**config.mk**
```make
export PLATFORM = sky130hd
export DESIGN_NAME = fe_mem_top
export DESIGN_NICKNAME = d
export VERILOG_FILES = /design/src/fe_addr_pkg.sv /design/src/fe_op_pkg.sv /design/src/fe_stage_if.sv /design/src/fe_cmd_decode.sv /design/src/fe_itlb.sv /design/src/fe_icache.sv /design/src/fe_resp_stage.sv /design/src/fe_mem_top.sv
export SDC_FILE = /design/constraint.sdc
export NUM_CORES = 2
export LEC_CHECK = 0
export BUFFER_PORTS_ARGS = -buffer_cell sky130_fd_sc_hd__buf_2
export CORE_ASPECT_RATIO = 1.25
export CORE_MARGIN = 3
export CORE_UTILIZATION = 35
export CTS_CLUSTER_SIZE = 14
export DETAILED_ROUTE_END_ITERATION = 12
export GPL_ROUTABILITY_DRIVEN = 0
export PLACE_DENSITY = 0.45
export SYNTH_ARGS = -nofsm -noshare
export SYNTH_HDL_FRONTEND = slang
export SYNTH_SLANG_ARGS = --single-unit
```
**constraint.sdc**
```tcl
create_clock -name clk_i -period 8.55 [get_ports clk_i]
set_input_delay 0.4275 -clock clk_i [delete_from_list [all_inputs] [get_ports clk_i]]
set_output_delay 0.4275 -clock clk_i [all_outputs]
set_load 0.01 [all_outputs]
```
**src/fe_addr_pkg.sv**
```systemverilog
package fe_addr_pkg;

   localparam int vaddr_width_gp       = 32;
   localparam int page_offset_width_gp = 12;
   localparam int vtag_width_gp        = vaddr_width_gp - page_offset_width_gp;
   localparam int ptag_width_gp        = 20;
   localparam int instr_width_gp       = 32;

   typedef logic [vaddr_width_gp-1:0] vaddr_t;
   typedef logic [vtag_width_gp-1:0]  vtag_t;
   typedef logic [ptag_width_gp-1:0]  ptag_t;
   typedef logic [instr_width_gp-1:0] instr_t;

   // first dram page, pages below it belong to the tile
   localparam ptag_t dram_base_ptag_gp = 20'h00010;

   // upper half of the physical space is the uncached io region
   function automatic logic ptag_uncached(ptag_t ptag);
      return ptag[ptag_width_gp-1];
   endfunction

   function automatic logic ptag_local(ptag_t ptag);
      return ptag < dram_base_ptag_gp;
   endfunction

   function automatic vtag_t vaddr_vtag(vaddr_t vaddr);
      return vaddr[vaddr_width_gp-1:page_offset_width_gp];
   endfunction

endpackage

```
**src/fe_op_pkg.sv**
```systemverilog
package fe_op_pkg;

   // front end memory commands
   typedef enum logic [2:0] {
      e_op_fetch        = 3'd0,
      e_op_tlb_fill     = 3'd1,
      e_op_tlb_fence    = 3'd2,
      e_op_icache_fill  = 3'd3,
      e_op_icache_fence = 3'd4
   } fe_op_e;

   // risc-v privilege encoding, 2 is reserved
   typedef enum logic [1:0] {
      e_priv_u = 2'd0,
      e_priv_s = 2'd1,
      e_priv_m = 2'd3
   } priv_e;

endpackage

```
**src/fe_stage_if.sv**
```systemverilog
`timescale 1ns/1ps

// decoded command, one strobe per accepted command
interface fe_cmd_if;
   import fe_addr_pkg::*;

   logic   fetch_v;
   logic   tlb_fill_v;
   logic   tlb_fence_v;
   logic   icache_fill_v;
   logic   icache_fence_v;
   vaddr_t vaddr;
   ptag_t  fill_ptag;
   logic   fill_u;
   logic   fill_x;
   instr_t fill_instr;
   logic   advance;       // pipeline moves this cycle

   modport drv (output fetch_v, tlb_fill_v, tlb_fence_v, icache_fill_v, icache_fence_v,
                output vaddr, fill_ptag, fill_u, fill_x, fill_instr, advance);
   modport rcv (input fetch_v, tlb_fill_v, tlb_fence_v, icache_fill_v, icache_fence_v,
                input vaddr, fill_ptag, fill_u, fill_x, fill_instr, advance);
endinterface

// stage 1 translation result
interface fe_xlate_if;
   import fe_addr_pkg::*;

   logic  ptag_v;
   ptag_t ptag;
   logic  u;
   logic  x;
   logic  miss;

   modport drv (output ptag_v, ptag, u, x, miss);
   modport rcv (input ptag_v, ptag, u, x, miss);
endinterface

```
**src/fe_cmd_decode.sv**
```systemverilog
`timescale 1ns/1ps

module fe_cmd_decode (
   input  logic                clk_i,
   input  logic                reset_i,
   input  logic                cmd_v_i,
   output logic                cmd_ready_o,
   input  fe_op_pkg::fe_op_e   cmd_op_i,
   input  fe_addr_pkg::vaddr_t cmd_vaddr_i,
   input  fe_addr_pkg::ptag_t  cmd_ptag_i,
   input  logic                cmd_u_i,
   input  logic                cmd_x_i,
   input  fe_addr_pkg::instr_t cmd_instr_i,
   input  logic                resp_v_i,
   input  logic                resp_ready_i,
   fe_cmd_if.drv               cmd_o
);

   import fe_op_pkg::*;

   logic advance;
   logic accept;

   // only an unconsumed response stalls the pipe
   assign advance     = ~resp_v_i | resp_ready_i;
   assign cmd_ready_o = advance;
   assign accept      = cmd_v_i & advance;

   assign cmd_o.advance        = advance;
   assign cmd_o.fetch_v        = accept & (cmd_op_i == e_op_fetch);
   assign cmd_o.tlb_fill_v     = accept & (cmd_op_i == e_op_tlb_fill);
   assign cmd_o.tlb_fence_v    = accept & (cmd_op_i == e_op_tlb_fence);
   assign cmd_o.icache_fill_v  = accept & (cmd_op_i == e_op_icache_fill);
   assign cmd_o.icache_fence_v = accept & (cmd_op_i == e_op_icache_fence);

   // payload goes straight through and consumers qualify it with the strobes
   assign cmd_o.vaddr      = cmd_vaddr_i;
   assign cmd_o.fill_ptag  = cmd_ptag_i;
   assign cmd_o.fill_u     = cmd_u_i;
   assign cmd_o.fill_x     = cmd_x_i;
   assign cmd_o.fill_instr = cmd_instr_i;

   a_strobe_onehot : assert property (@(posedge clk_i) disable iff (reset_i)
      accept |-> $onehot({cmd_o.fetch_v, cmd_o.tlb_fill_v, cmd_o.tlb_fence_v,
                          cmd_o.icache_fill_v, cmd_o.icache_fence_v}));

endmodule

```
**src/fe_itlb.sv**
```systemverilog
`timescale 1ns/1ps

module fe_itlb #(
   parameter int tlb_els_p = 4
) (
   input  logic    clk_i,
   input  logic    reset_i,
   input  logic    translation_en_i,
   fe_cmd_if.rcv   cmd_i,
   fe_xlate_if.drv xlate_o
);

   import fe_addr_pkg::*;

   localparam int ptr_width_lp = $clog2(tlb_els_p);

   logic [tlb_els_p-1:0]    entry_v_r;
   vtag_t                   entry_vtag_r [tlb_els_p];
   ptag_t                   entry_ptag_r [tlb_els_p];
   logic [tlb_els_p-1:0]    entry_u_r;
   logic [tlb_els_p-1:0]    entry_x_r;
   logic [ptr_width_lp-1:0] fill_ptr_r;   // round-robin victim

   vtag_t                cmd_vtag;
   logic [tlb_els_p-1:0] match;
   logic                 match_any;
   ptag_t                match_ptag;
   logic                 match_u;
   logic                 match_x;

   assign cmd_vtag = vaddr_vtag(cmd_i.vaddr);

   // cam lookup, entries are one-hot so an or-merge selects
   always_comb begin
      match_ptag = '0;
      match_u    = 1'b0;
      match_x    = 1'b0;
      for (int i = 0; i < tlb_els_p; i++) begin
         match[i] = entry_v_r[i] & (entry_vtag_r[i] == cmd_vtag);
         if (match[i]) begin
            match_ptag = match_ptag | entry_ptag_r[i];
            match_u    = match_u | entry_u_r[i];
            match_x    = match_x | entry_x_r[i];
         end
      end
   end

   assign match_any = |match;

   always_ff @(posedge clk_i) begin
      if (reset_i) begin
         entry_v_r  <= '0;
         fill_ptr_r <= '0;
      end else if (cmd_i.tlb_fence_v) begin
         entry_v_r <= '0;
      end else if (cmd_i.tlb_fill_v) begin
         entry_v_r[fill_ptr_r] <= 1'b1;
         fill_ptr_r <= (fill_ptr_r == ptr_width_lp'(tlb_els_p - 1)) ? '0 : fill_ptr_r + 1'b1;
      end
   end

   always_ff @(posedge clk_i) begin
      if (cmd_i.tlb_fill_v) begin
         entry_vtag_r[fill_ptr_r] <= cmd_vtag;
         entry_ptag_r[fill_ptr_r] <= cmd_i.fill_ptag;
         entry_u_r[fill_ptr_r]    <= cmd_i.fill_u;
         entry_x_r[fill_ptr_r]    <= cmd_i.fill_x;
      end
   end

   // stage 1 result, held while the pipe is stalled
   always_ff @(posedge clk_i) begin
      if (reset_i) begin
         xlate_o.ptag_v <= 1'b0;
         xlate_o.miss   <= 1'b0;
      end else if (cmd_i.fetch_v) begin
         xlate_o.ptag_v <= ~translation_en_i | match_any;
         xlate_o.miss   <= translation_en_i & ~match_any;
      end
   end

   always_ff @(posedge clk_i) begin
      if (cmd_i.fetch_v) begin
         xlate_o.ptag <= translation_en_i ? match_ptag : ptag_t'(cmd_vtag);  // passthrough
         xlate_o.u    <= translation_en_i & match_u;
         xlate_o.x    <= ~translation_en_i | match_x;
      end
   end

   a_match_onehot : assert property (@(posedge clk_i) disable iff (reset_i)
      cmd_i.fetch_v & translation_en_i |-> $onehot0(match));

endmodule

```
**src/fe_icache.sv**
```systemverilog
`timescale 1ns/1ps

module fe_icache #(
   parameter int sets_p = 64
) (
   input  logic                clk_i,
   input  logic                reset_i,
   fe_cmd_if.rcv               cmd_i,
   fe_xlate_if.rcv             xlate_i,
   output logic                hit_o,
   output fe_addr_pkg::instr_t instr_o
);

   import fe_addr_pkg::*;

   localparam int index_width_lp = $clog2(sets_p);
   localparam int index_lsb_lp   = 2;   // word aligned fetches

   logic [sets_p-1:0] line_v_r;
   ptag_t             tag_mem  [sets_p];
   instr_t            data_mem [sets_p];

   logic [index_width_lp-1:0] index;

   // stage 1 read of the indexed line
   logic   rd_v_r;
   ptag_t  rd_tag_r;
   instr_t rd_data_r;

   // index lies inside the page offset, so vaddr is good enough
   assign index = cmd_i.vaddr[index_lsb_lp +: index_width_lp];

   always_ff @(posedge clk_i) begin
      if (reset_i) begin
         line_v_r <= '0;
         rd_v_r   <= 1'b0;
      end else begin
         if (cmd_i.icache_fence_v) begin
            line_v_r <= '0;
         end else if (cmd_i.icache_fill_v) begin
            line_v_r[index] <= 1'b1;
         end
         if (cmd_i.fetch_v) begin
            rd_v_r <= line_v_r[index];
         end
      end
   end

   always_ff @(posedge clk_i) begin
      if (cmd_i.icache_fill_v) begin
         tag_mem[index]  <= cmd_i.fill_ptag;
         data_mem[index] <= cmd_i.fill_instr;
      end
   end

   always_ff @(posedge clk_i) begin
      if (cmd_i.fetch_v) begin
         rd_tag_r  <= tag_mem[index];
         rd_data_r <= data_mem[index];
      end
   end

   // uncached pages never hit, even with a matching stale tag
   assign hit_o = xlate_i.ptag_v
                & ~ptag_uncached(xlate_i.ptag)
                & rd_v_r
                & (rd_tag_r == xlate_i.ptag);

   assign instr_o = rd_data_r;

endmodule

```
**src/fe_resp_stage.sv**
```systemverilog
`timescale 1ns/1ps

module fe_resp_stage (
   input  logic                clk_i,
   input  logic                reset_i,
   input  fe_op_pkg::priv_e    priv_i,
   input  logic                translation_en_i,
   input  logic                uncached_mode_i,
   input  logic                poison_i,
   fe_cmd_if.rcv               cmd_i,
   fe_xlate_if.rcv             xlate_i,
   input  logic                hit_i,
   input  fe_addr_pkg::instr_t instr_i,
   output logic                resp_v_o,
   input  logic                resp_ready_i,
   output logic                resp_access_fault_o,
   output logic                resp_page_fault_o,
   output logic                resp_itlb_miss_o,
   output logic                resp_icache_miss_o,
   output fe_addr_pkg::instr_t resp_instr_o
);

   import fe_addr_pkg::*;
   import fe_op_pkg::*;

   logic s1_v_r;
   logic local_fault;
   logic mode_fault;
   logic access_fault;
   logic priv_fault;
   logic page_fault;

   // no speculative fetch from tile memory
   assign local_fault  = ptag_local(xlate_i.ptag);
   assign mode_fault   = uncached_mode_i & ~ptag_uncached(xlate_i.ptag);
   assign access_fault = xlate_i.ptag_v & (local_fault | mode_fault);

   // s-mode may not run user pages, u-mode only runs user pages
   assign priv_fault = ((priv_i == e_priv_s) & xlate_i.u)
                     | ((priv_i == e_priv_u) & ~xlate_i.u);
   assign page_fault = translation_en_i & xlate_i.ptag_v & (priv_fault | ~xlate_i.x);

   always_ff @(posedge clk_i) begin
      if (reset_i) begin
         s1_v_r   <= 1'b0;
         resp_v_o <= 1'b0;
      end else if (cmd_i.advance) begin
         s1_v_r   <= cmd_i.fetch_v;
         resp_v_o <= s1_v_r & ~poison_i;   // poison kills the stage 1 fetch
      end
   end

   always_ff @(posedge clk_i) begin
      if (cmd_i.advance) begin
         resp_access_fault_o <= access_fault;
         resp_page_fault_o   <= page_fault;
         resp_itlb_miss_o    <= xlate_i.miss;
         resp_icache_miss_o  <= ~hit_i;
         resp_instr_o        <= (hit_i & ~access_fault & ~page_fault) ? instr_i : '0;
      end
   end

   a_resp_stable : assert property (@(posedge clk_i) disable iff (reset_i)
      resp_v_o & ~resp_ready_i |=> resp_v_o
         & $stable({resp_access_fault_o, resp_page_fault_o, resp_itlb_miss_o,
                    resp_icache_miss_o, resp_instr_o}));

endmodule

```
**src/fe_mem_top.sv**
```systemverilog
`timescale 1ns/1ps

module fe_mem_top #(
   parameter int tlb_els_p = 4,
   parameter int sets_p    = 64
) (
   input  logic                clk_i,
   input  logic                reset_i,

   input  logic                cmd_v_i,
   output logic                cmd_ready_o,
   input  fe_op_pkg::fe_op_e   cmd_op_i,
   input  fe_addr_pkg::vaddr_t cmd_vaddr_i,
   input  fe_addr_pkg::ptag_t  cmd_ptag_i,
   input  logic                cmd_u_i,
   input  logic                cmd_x_i,
   input  fe_addr_pkg::instr_t cmd_instr_i,

   input  fe_op_pkg::priv_e    priv_i,
   input  logic                translation_en_i,
   input  logic                uncached_mode_i,
   input  logic                poison_i,

   output logic                resp_v_o,
   input  logic                resp_ready_i,
   output logic                resp_access_fault_o,
   output logic                resp_page_fault_o,
   output logic                resp_itlb_miss_o,
   output logic                resp_icache_miss_o,
   output fe_addr_pkg::instr_t resp_instr_o
);

   import fe_addr_pkg::*;

   fe_cmd_if   cmd_if ();
   fe_xlate_if xlate_if ();

   logic   icache_hit;
   instr_t icache_instr;

   fe_cmd_decode u_decode (
      .clk_i        (clk_i),
      .reset_i      (reset_i),
      .cmd_v_i      (cmd_v_i),
      .cmd_ready_o  (cmd_ready_o),
      .cmd_op_i     (cmd_op_i),
      .cmd_vaddr_i  (cmd_vaddr_i),
      .cmd_ptag_i   (cmd_ptag_i),
      .cmd_u_i      (cmd_u_i),
      .cmd_x_i      (cmd_x_i),
      .cmd_instr_i  (cmd_instr_i),
      .resp_v_i     (resp_v_o),     // stall source
      .resp_ready_i (resp_ready_i),
      .cmd_o        (cmd_if.drv)
   );

   fe_itlb #(.tlb_els_p(tlb_els_p)) u_itlb (
      .clk_i            (clk_i),
      .reset_i          (reset_i),
      .translation_en_i (translation_en_i),
      .cmd_i            (cmd_if.rcv),
      .xlate_o          (xlate_if.drv)
   );

   fe_icache #(.sets_p(sets_p)) u_icache (
      .clk_i   (clk_i),
      .reset_i (reset_i),
      .cmd_i   (cmd_if.rcv),
      .xlate_i (xlate_if.rcv),
      .hit_o   (icache_hit),
      .instr_o (icache_instr)
   );

   fe_resp_stage u_resp (
      .clk_i               (clk_i),
      .reset_i             (reset_i),
      .priv_i              (priv_i),
      .translation_en_i    (translation_en_i),
      .uncached_mode_i     (uncached_mode_i),
      .poison_i            (poison_i),
      .cmd_i               (cmd_if.rcv),
      .xlate_i             (xlate_if.rcv),
      .hit_i               (icache_hit),
      .instr_i             (icache_instr),
      .resp_v_o            (resp_v_o),
      .resp_ready_i        (resp_ready_i),
      .resp_access_fault_o (resp_access_fault_o),
      .resp_page_fault_o   (resp_page_fault_o),
      .resp_itlb_miss_o    (resp_itlb_miss_o),
      .resp_icache_miss_o  (resp_icache_miss_o),
      .resp_instr_o        (resp_instr_o)
   );

endmodule

```
# After elaboration in Yosys (flattened, before gate mapping)

Memory sizes are Yosys's and may differ from the RTL's. A register that Yosys moved wholly into a read port is not among the register bits.
Cells that the tools add are included.

Reductions and logical operators: 8
Add/sub/neg operators: 1
Order comparisons: 5
Mux-type cells: 26
Bitwise logic cells: 52
Eq/ne operators: 11

Operators with widths:

| operator                                            | number |
|---|---|
| equality test 20 bit                                | 5 |
| two-way mux 20 bit                                  | 5 |
| OR 64 bit                                           | 1 |
| OR 20 bit                                           | 3 |
| AND 1 bit                                           | 24 |
| < comparator 20 x 5 -> 1 bit, second input constant | 1 |
| two-way mux 1 bit                                   | 15 |
| OR 1 bit                                            | 12 |
| inverter 1 bit                                      | 11 |
| bitwise mux 4 bit                                   | 2 |
| < comparator 6 x 7 -> 1 bit, second input constant  | 1 |
| binary-select mux 1 bit (select 6 bit)              | 1 |
| demux 1 bit (select 6 bit)                          | 1 |
| equality test 3 x 2 -> 1 bit, second input constant | 2 |
| >= comparator 6 x 1 -> 1 bit, second input constant | 1 |
| OR 4 bit                                            | 1 |
| OR reduction 2 bit                                  | 2 |
| OR reduction 4 bit                                  | 1 |
| equality test 3 x 1 -> 1 bit, second input constant | 1 |
| equality test 3 bit, second input constant          | 1 |
| logical NOT 3 bit                                   | 1 |
| < comparator 2 x 3 -> 1 bit, second input constant  | 1 |
| adder 2 x 1 -> 2 bit, second input constant         | 1 |
| demux 1 bit (select 2 bit)                          | 1 |
| 7 further kinds                                     | 8 |

Memory bits (writable): 3488
Output and inout bits: 38
Input bits: 98
Word-level logic and storage cells: 125
Memories: 4
Register bits: 141

Memory list:

| memory              | depth | width | read ports | clocked after Yosys merged registers in | wr ports | RTL line        | source |
|---|---|---|---|---|---|---|---|
| u_icache.data_mem   | 64    | 32    | 1          | 1                                       | 1        | fe_icache.sv:21 | `instr_t data_mem [sets_p];` |
| u_icache.tag_mem    | 64    | 20    | 1          | 1                                       | 1        | fe_icache.sv:20 | `ptag_t tag_mem [sets_p];` |
| u_itlb.entry_ptag_r | 4     | 20    | 4          | 0                                       | 1        | fe_itlb.sv:19   | `ptag_t entry_ptag_r [tlb_els_p];` |
| u_itlb.entry_vtag_r | 4     | 20    | 4          | 0                                       | 1        | fe_itlb.sv:18   | `vtag_t entry_vtag_r [tlb_els_p];` |

# Longest topological paths before layout

Depth in word-level cells: 10
Gate-level depth with buffers: 12
Gate-level depth less buffers: 7

# Modules after synthesis

A second synthesis with hierarchy kept.

Cells, all modules: 7565
Area, all modules: 141771.0 um2

Modules (own cells, without submodules):

| module        | cells an instance | area an instance (um2) | instances | sequential area each (um2) |
|---|---|---|---|---|
| fe_icache     | 6867              | 131633.7               | 1         | 102798.6 |
| fe_itlb       | 464               | 7689.9                 | 1         | 5865.6 |
| fe_resp_stage | 137               | 1727.9                 | 1         | 1121.1 |
| fe_cmd_decode | 97                | 719.4                  | 1         | 0.0 |

# Worst setup path before layout

Ideal clock, no wire load.

Kind: in2reg
Start point: input port resp_ready_i
End point: register u_icache.rd_v_r
Setup time: 0.120 ns
Data arrival time: 7.605 ns
Path slack: 0.825 ns
Required time: 8.430 ns
Path buffers: 0
Stages on the path: 7
Cell sequence: nor2b_1 inv_1 nand3b_1 nor3_1 a21boi_0 nand4_1 o31a_1

Word-level cells in the longest chain between the ends: 3

Ends and longest elaborated chain:

| item                 | RTL line            | source |
|---|---|---|
| from (decl)          | fe_mem_top.sv:25    | `input logic resp_ready_i,` |
| OR 1 bit             | fe_cmd_decode.sv:25 | `assign advance = ~resp_v_i \| resp_ready_i;` |
| via cmd_ready_o      | fe_mem_top.sv:11    | `output logic cmd_ready_o,` |
| AND 1 bit            | fe_cmd_decode.sv:27 | `assign accept = cmd_v_i & advance;` |
| AND 1 bit            | fe_cmd_decode.sv:30 | `assign cmd_o.fetch_v = accept & (cmd_op_i == e_op_fetch);` |
| via cmd_if.fetch_v   | fe_stage_if.sv:7    | `logic fetch_v;` |
| to (signal assigned) | fe_icache.sv:44     | `rd_v_r <= line_v_r[index];` |
| to (decl)            | fe_icache.sv:26     | `logic rd_v_r;` |

The timed path passes the listed nets, and every way through them passes these cells.
A chain may end at the register's enable or synchronous reset.

# Worst setup path in the final report

Start point: register u_resp.resp_v_o
End point: memory u_icache.tag_mem[14][17] (netlist name) (enable)

Word-level cells in the longest chain between the ends: 6

Ends and longest elaborated chain:

| item                                    | RTL line            | source |
|---|---|---|
| from (decl)                             | fe_resp_stage.sv:14 | `output logic resp_v_o,` |
| from (signal assigned)                  | fe_resp_stage.sv:49 | `resp_v_o <= s1_v_r & ~poison_i;` |
| inverter 1 bit                          | fe_cmd_decode.sv:25 |  |
| OR 1 bit                                | fe_cmd_decode.sv:25 |  |
| AND 1 bit                               | fe_cmd_decode.sv:27 |  |
| AND 1 bit                               | fe_cmd_decode.sv:33 | `assign cmd_o.icache_fill_v = accept & (cmd_op_i == e_op_icache_fill);` |
| two-way mux 1 bit                       | fe_icache.sv:50     | `if (cmd_i.icache_fill_v) begin` |
| two-way mux 1 bit (not written as such) | fe_icache.sv:51     | `tag_mem[index] <= cmd_i.fill_ptag;` |
| to (decl)                               | fe_icache.sv:20     |  |

No other way between the ends.

==> results.json <==
{
  "fp.dieW_um": 572.4,
  "dr.pass1.iters": 6,
  "start_util_pct": 35.22,
  "cts.repair.resized": 0,
  "grt_max_degree": 100,
  "final_util_pct": 40.33,
  "overflow": 0,
  "totalNegativeSetupSlack_ns": 0,
  "synth_area_leaders": "edfxtp_1 (77%), mux4_2 (3.8%), a221oi_1 (2.6%)",
  "setup_viol": 0,
  "wl_um": 552700,
  "antenna_found_initial": 55,
  "synth_edf_count": 3606,
  "post_drt_wl_per_cell_um": 41.21,
  "preCtsSetupSlack_ns": 3.430,
  "post-synth-top-count-cell": "edfxtp_1",
  "ir_drop_mv": 0.1760,
  "synth_area_leader_cell": "edfxtp_1",
  "multi_input_area_um2": 28670,
  "yosys_warnings": 0,
  "fmax_mhz": 211.8,
  "clockRootBuffer": "clkbuf_16",
  "p_seq_share_pct": 52.1,
  "netlist_instances": 7509,
  "clock_skew_ns": 0.07662,
  "grt_first_pass_wirelength_um": 733700,
  "seqCellArea_um2": 109800,
  "cellLeakagePower_uw": 0.05037,
  "nFillCells": 35870,
  "routed_via_density": 6.061,
  "grt_usage_pct": 26.47,
  "slew_headroom_pct": 18.92,
  "nets": 7929,
  "clk_latency_ns": 1.02,
  "cp-start-kind": "flip-flop",
  "io_buffer_count": 129,
  "vias": 81280,
  "powerDensity_nw_per_um2": 237.3,
  "rsz0062_at_grt": "no",
  "post-synth-top-area-fraction_pct": 77.14,
  "async_flop_share_pct": 0,
  "synth_area_um2": 140400,
  "period_share_pct": 55.22,
  "dieHeight_um": 714.1,
  "clk_pin_slew_ns": 0.06,
  "clockBufferDepth": 4,
  "pin_count": 136,
  "p_clk_share_pct": 42.9,
  "layout_setup_ws_ns": 3.829,
  "synth.distinct_cells": 71,
  "crit_required_ns": 9.14,
  "core_area_um2": 398600,
  "max_slew.worst_pin.slew_ns": 1.213,
  "die_area_um2": 408800,
  "switching_share_pct": 22.55,
  "rows": 259,
  "drc_errors": 0,
  "syn_nets": 7611,
  "ys_seq_elements": 3681,
  "dpl.hpwl_um": 291500,
  "p_comb_share_pct": 5.0,
  "cap_violations": 0,
  "end_kind": "flip-flop",
  "ys_top_cells_by_count": "edfxtp_1 (3606), a221oi_1 (420), nor2_1 (322)",
  "ys.flop_type": "edfxtp_1",
  "syn_area_per_cell_um2": 18.69,
  "areaGrowthSynthToFinish_pct": 14.50,
  "min_path_type": "input port to flip-flop",
  "post-route-min-period_ns": 4.721,
  "cts_sinks": 3681,
  "slew_violations": 0,
  "numCtsBuffers": 377,
  "postRouteAntennaNets": 0,
  "drive_gt1_share_pct": 19.21,
  "hold_viol_final": 0,
  "initialDrtViolationCount": 10560,
  "cts_tree": "built",
  "cp_max_fo": 20,
  "cp_data_arrival_time_ns": 5.31,
  "grt_pass1_vias": 79750,
  "status": "complete, no violations",
  "p_sw_uw": 8602,
  "ys_seq_area_share_pct": 78.21,
  "htree_levels": 5,
  "internal_power_uw": 29550,
  "criticalPathCategory": "flip-flop to flip-flop"
}
## cell families (layout without fill, tap and decap cells)
family / after synthesis / in the layout / synth area share, %
adders and majority gates: 4 / 4 / 0.03565
muxes: 827 / 827 / 8.261
AOI/OAI and AO/OA: 1585 / 1585 / 8.509
DFF: 3681 / 3681 / 78.21
xor gates and xnor gates: 100 / 100 / 0.6239
and+or+nand+nor: 790 / 790 / 2.485
other: 0 / 59 / 0
buffers and inverters: 522 / 1144 / 1.878
## cell usage in the layout (no fill, tap or decap), drive strengths merged, types with 11 or more instances in the layout
cell type / instances
o211ai: 19
or4: 14
o22ai: 155
xnor2: 58
a221oi: 422
nor2: 322
and2: 46
mux2: 289
edfxtp: 3606
clkinv: 155
o221ai: 39
o21ai: 151
inv: 19
mux4: 236
o2bb2ai: 24
mux2i: 302
a21oi: 180
o22a: 19
diode: 59
dlygate4sd3: 36
nor4: 15
xor2: 42
clkbuf: 478
a211oi: 21
a221o: 89
a222oi: 45
nand2: 272
bufinv: 30
nor3: 16
a22oi: 224
a22o: 62
dfxtp: 75
nand4: 43
a31oi: 36
o21a: 69
buf: 416
nand3: 11
## metrics by stage
stage / hold slack [ns] / cell area [um2] / std cells / total power (uW)
floorplan: 0.4008 / 140400 / 7509 / 21160
global placement: 0.4397 / 148200 / 12630 / 22120
detailed placement: 0.4251 / 148300 / 12630 / 22140
CTS: 0.01283 / 160600 / 13350 / 38400
global route: 0.09851 / 160700 / 13400 / 39150
finish: 0.07763 / 160700 / 13410 / 38150
## power groups by stage
stage | clock [uW] | combinational [uW] | sequential (uW)
finish | 16400 | 1920 | 19900
global route | 17300 | 1990 | 19900
CTS | 16600 | 1910 | 19900
detailed placement | 0 | 1900 | 20200
global placement | 0 | 1880 | 20200
floorplan | 0 | 929 | 20200
## layer usage
| metal | track usage (%) | vias up | wire [um] |
|---|---|---|---|
| met5 | 0 | - | 38 |
| met4 | 9.425 | 8 | 23030 |
| met3 | 3.609 | 862 | 38470 |
| met2 | 44.59 | 3935 | 272200 |
| met1 | 35.00 | 44650 | 218900 |
| li1 | - | 31820 | - |
## state kept, by name (all words and copies together), names as in the netlist, 2 cells and up
name and count:
u_icache.data_mem 2048, u_icache.rd_tag_r 20, u_icache.line_v_r 64, u_icache.tag_mem 1280, u_itlb.entry_u_r 4, u_resp.resp_instr_o 32, u_itlb.entry_v_r 4, u_itlb.entry_ptag_r 80
u_itlb.xlate_o.ptag 20, u_itlb.fill_ptr_r 2, u_icache.instr_o 32, u_itlb.entry_vtag_r 80, u_itlb.entry_x_r 4
## path summary, 6_finish.rpt
kind / depth (start not counted) / slack [ns] / end / startpoint
worst max-delay path: 6 / 3.83 / u_icache.tag_mem[14][17] / u_resp.resp_v_o
worst min-delay path: 3 / 0.08 / u_resp.resp_access_fault_o / uncached_mode_i
worst max register to register: 6 / 3.83 / u_icache.tag_mem[14][17] / u_resp.resp_v_o
worst min register to register: 0 / 0.44 / u_resp.resp_itlb_miss_o / u_itlb.xlate_o.miss
## worst max-delay path, stage by stage, from the launching register on
cell	delay [ns]
dfxtp_1	0.30
nor2b_1	0.15
nor3b_1	0.36
and3_1	0.77
nand2_1	0.69
nor2_4	1.15
buf_4	0.74
## timing repair
item | 4_1_cts | 5_1_grt
buffers inserted | 0 | 0
hold endpoints to repair | 118 | 0
hold buffers | 36 | 0
endpoints found under the setup margin | 0 | 0
## area by class of cell
| cell class | instances | area share [%] |
|---|---|---|
| flip-flops and latches | 3681 | 68.30 |
| multi-input cells | 3306 | 17.84 |
| clock buffers | 478 | 6.202 |
| well taps | 5220 | 4.063 |
| repair buffers | 452 | 2.218 |
| clock inverters | 205 | 1.249 |
| diodes | 59 | 0.09185 |
| inverters | 9 | 0.03425 |
(Power assumes the default switching activity.)
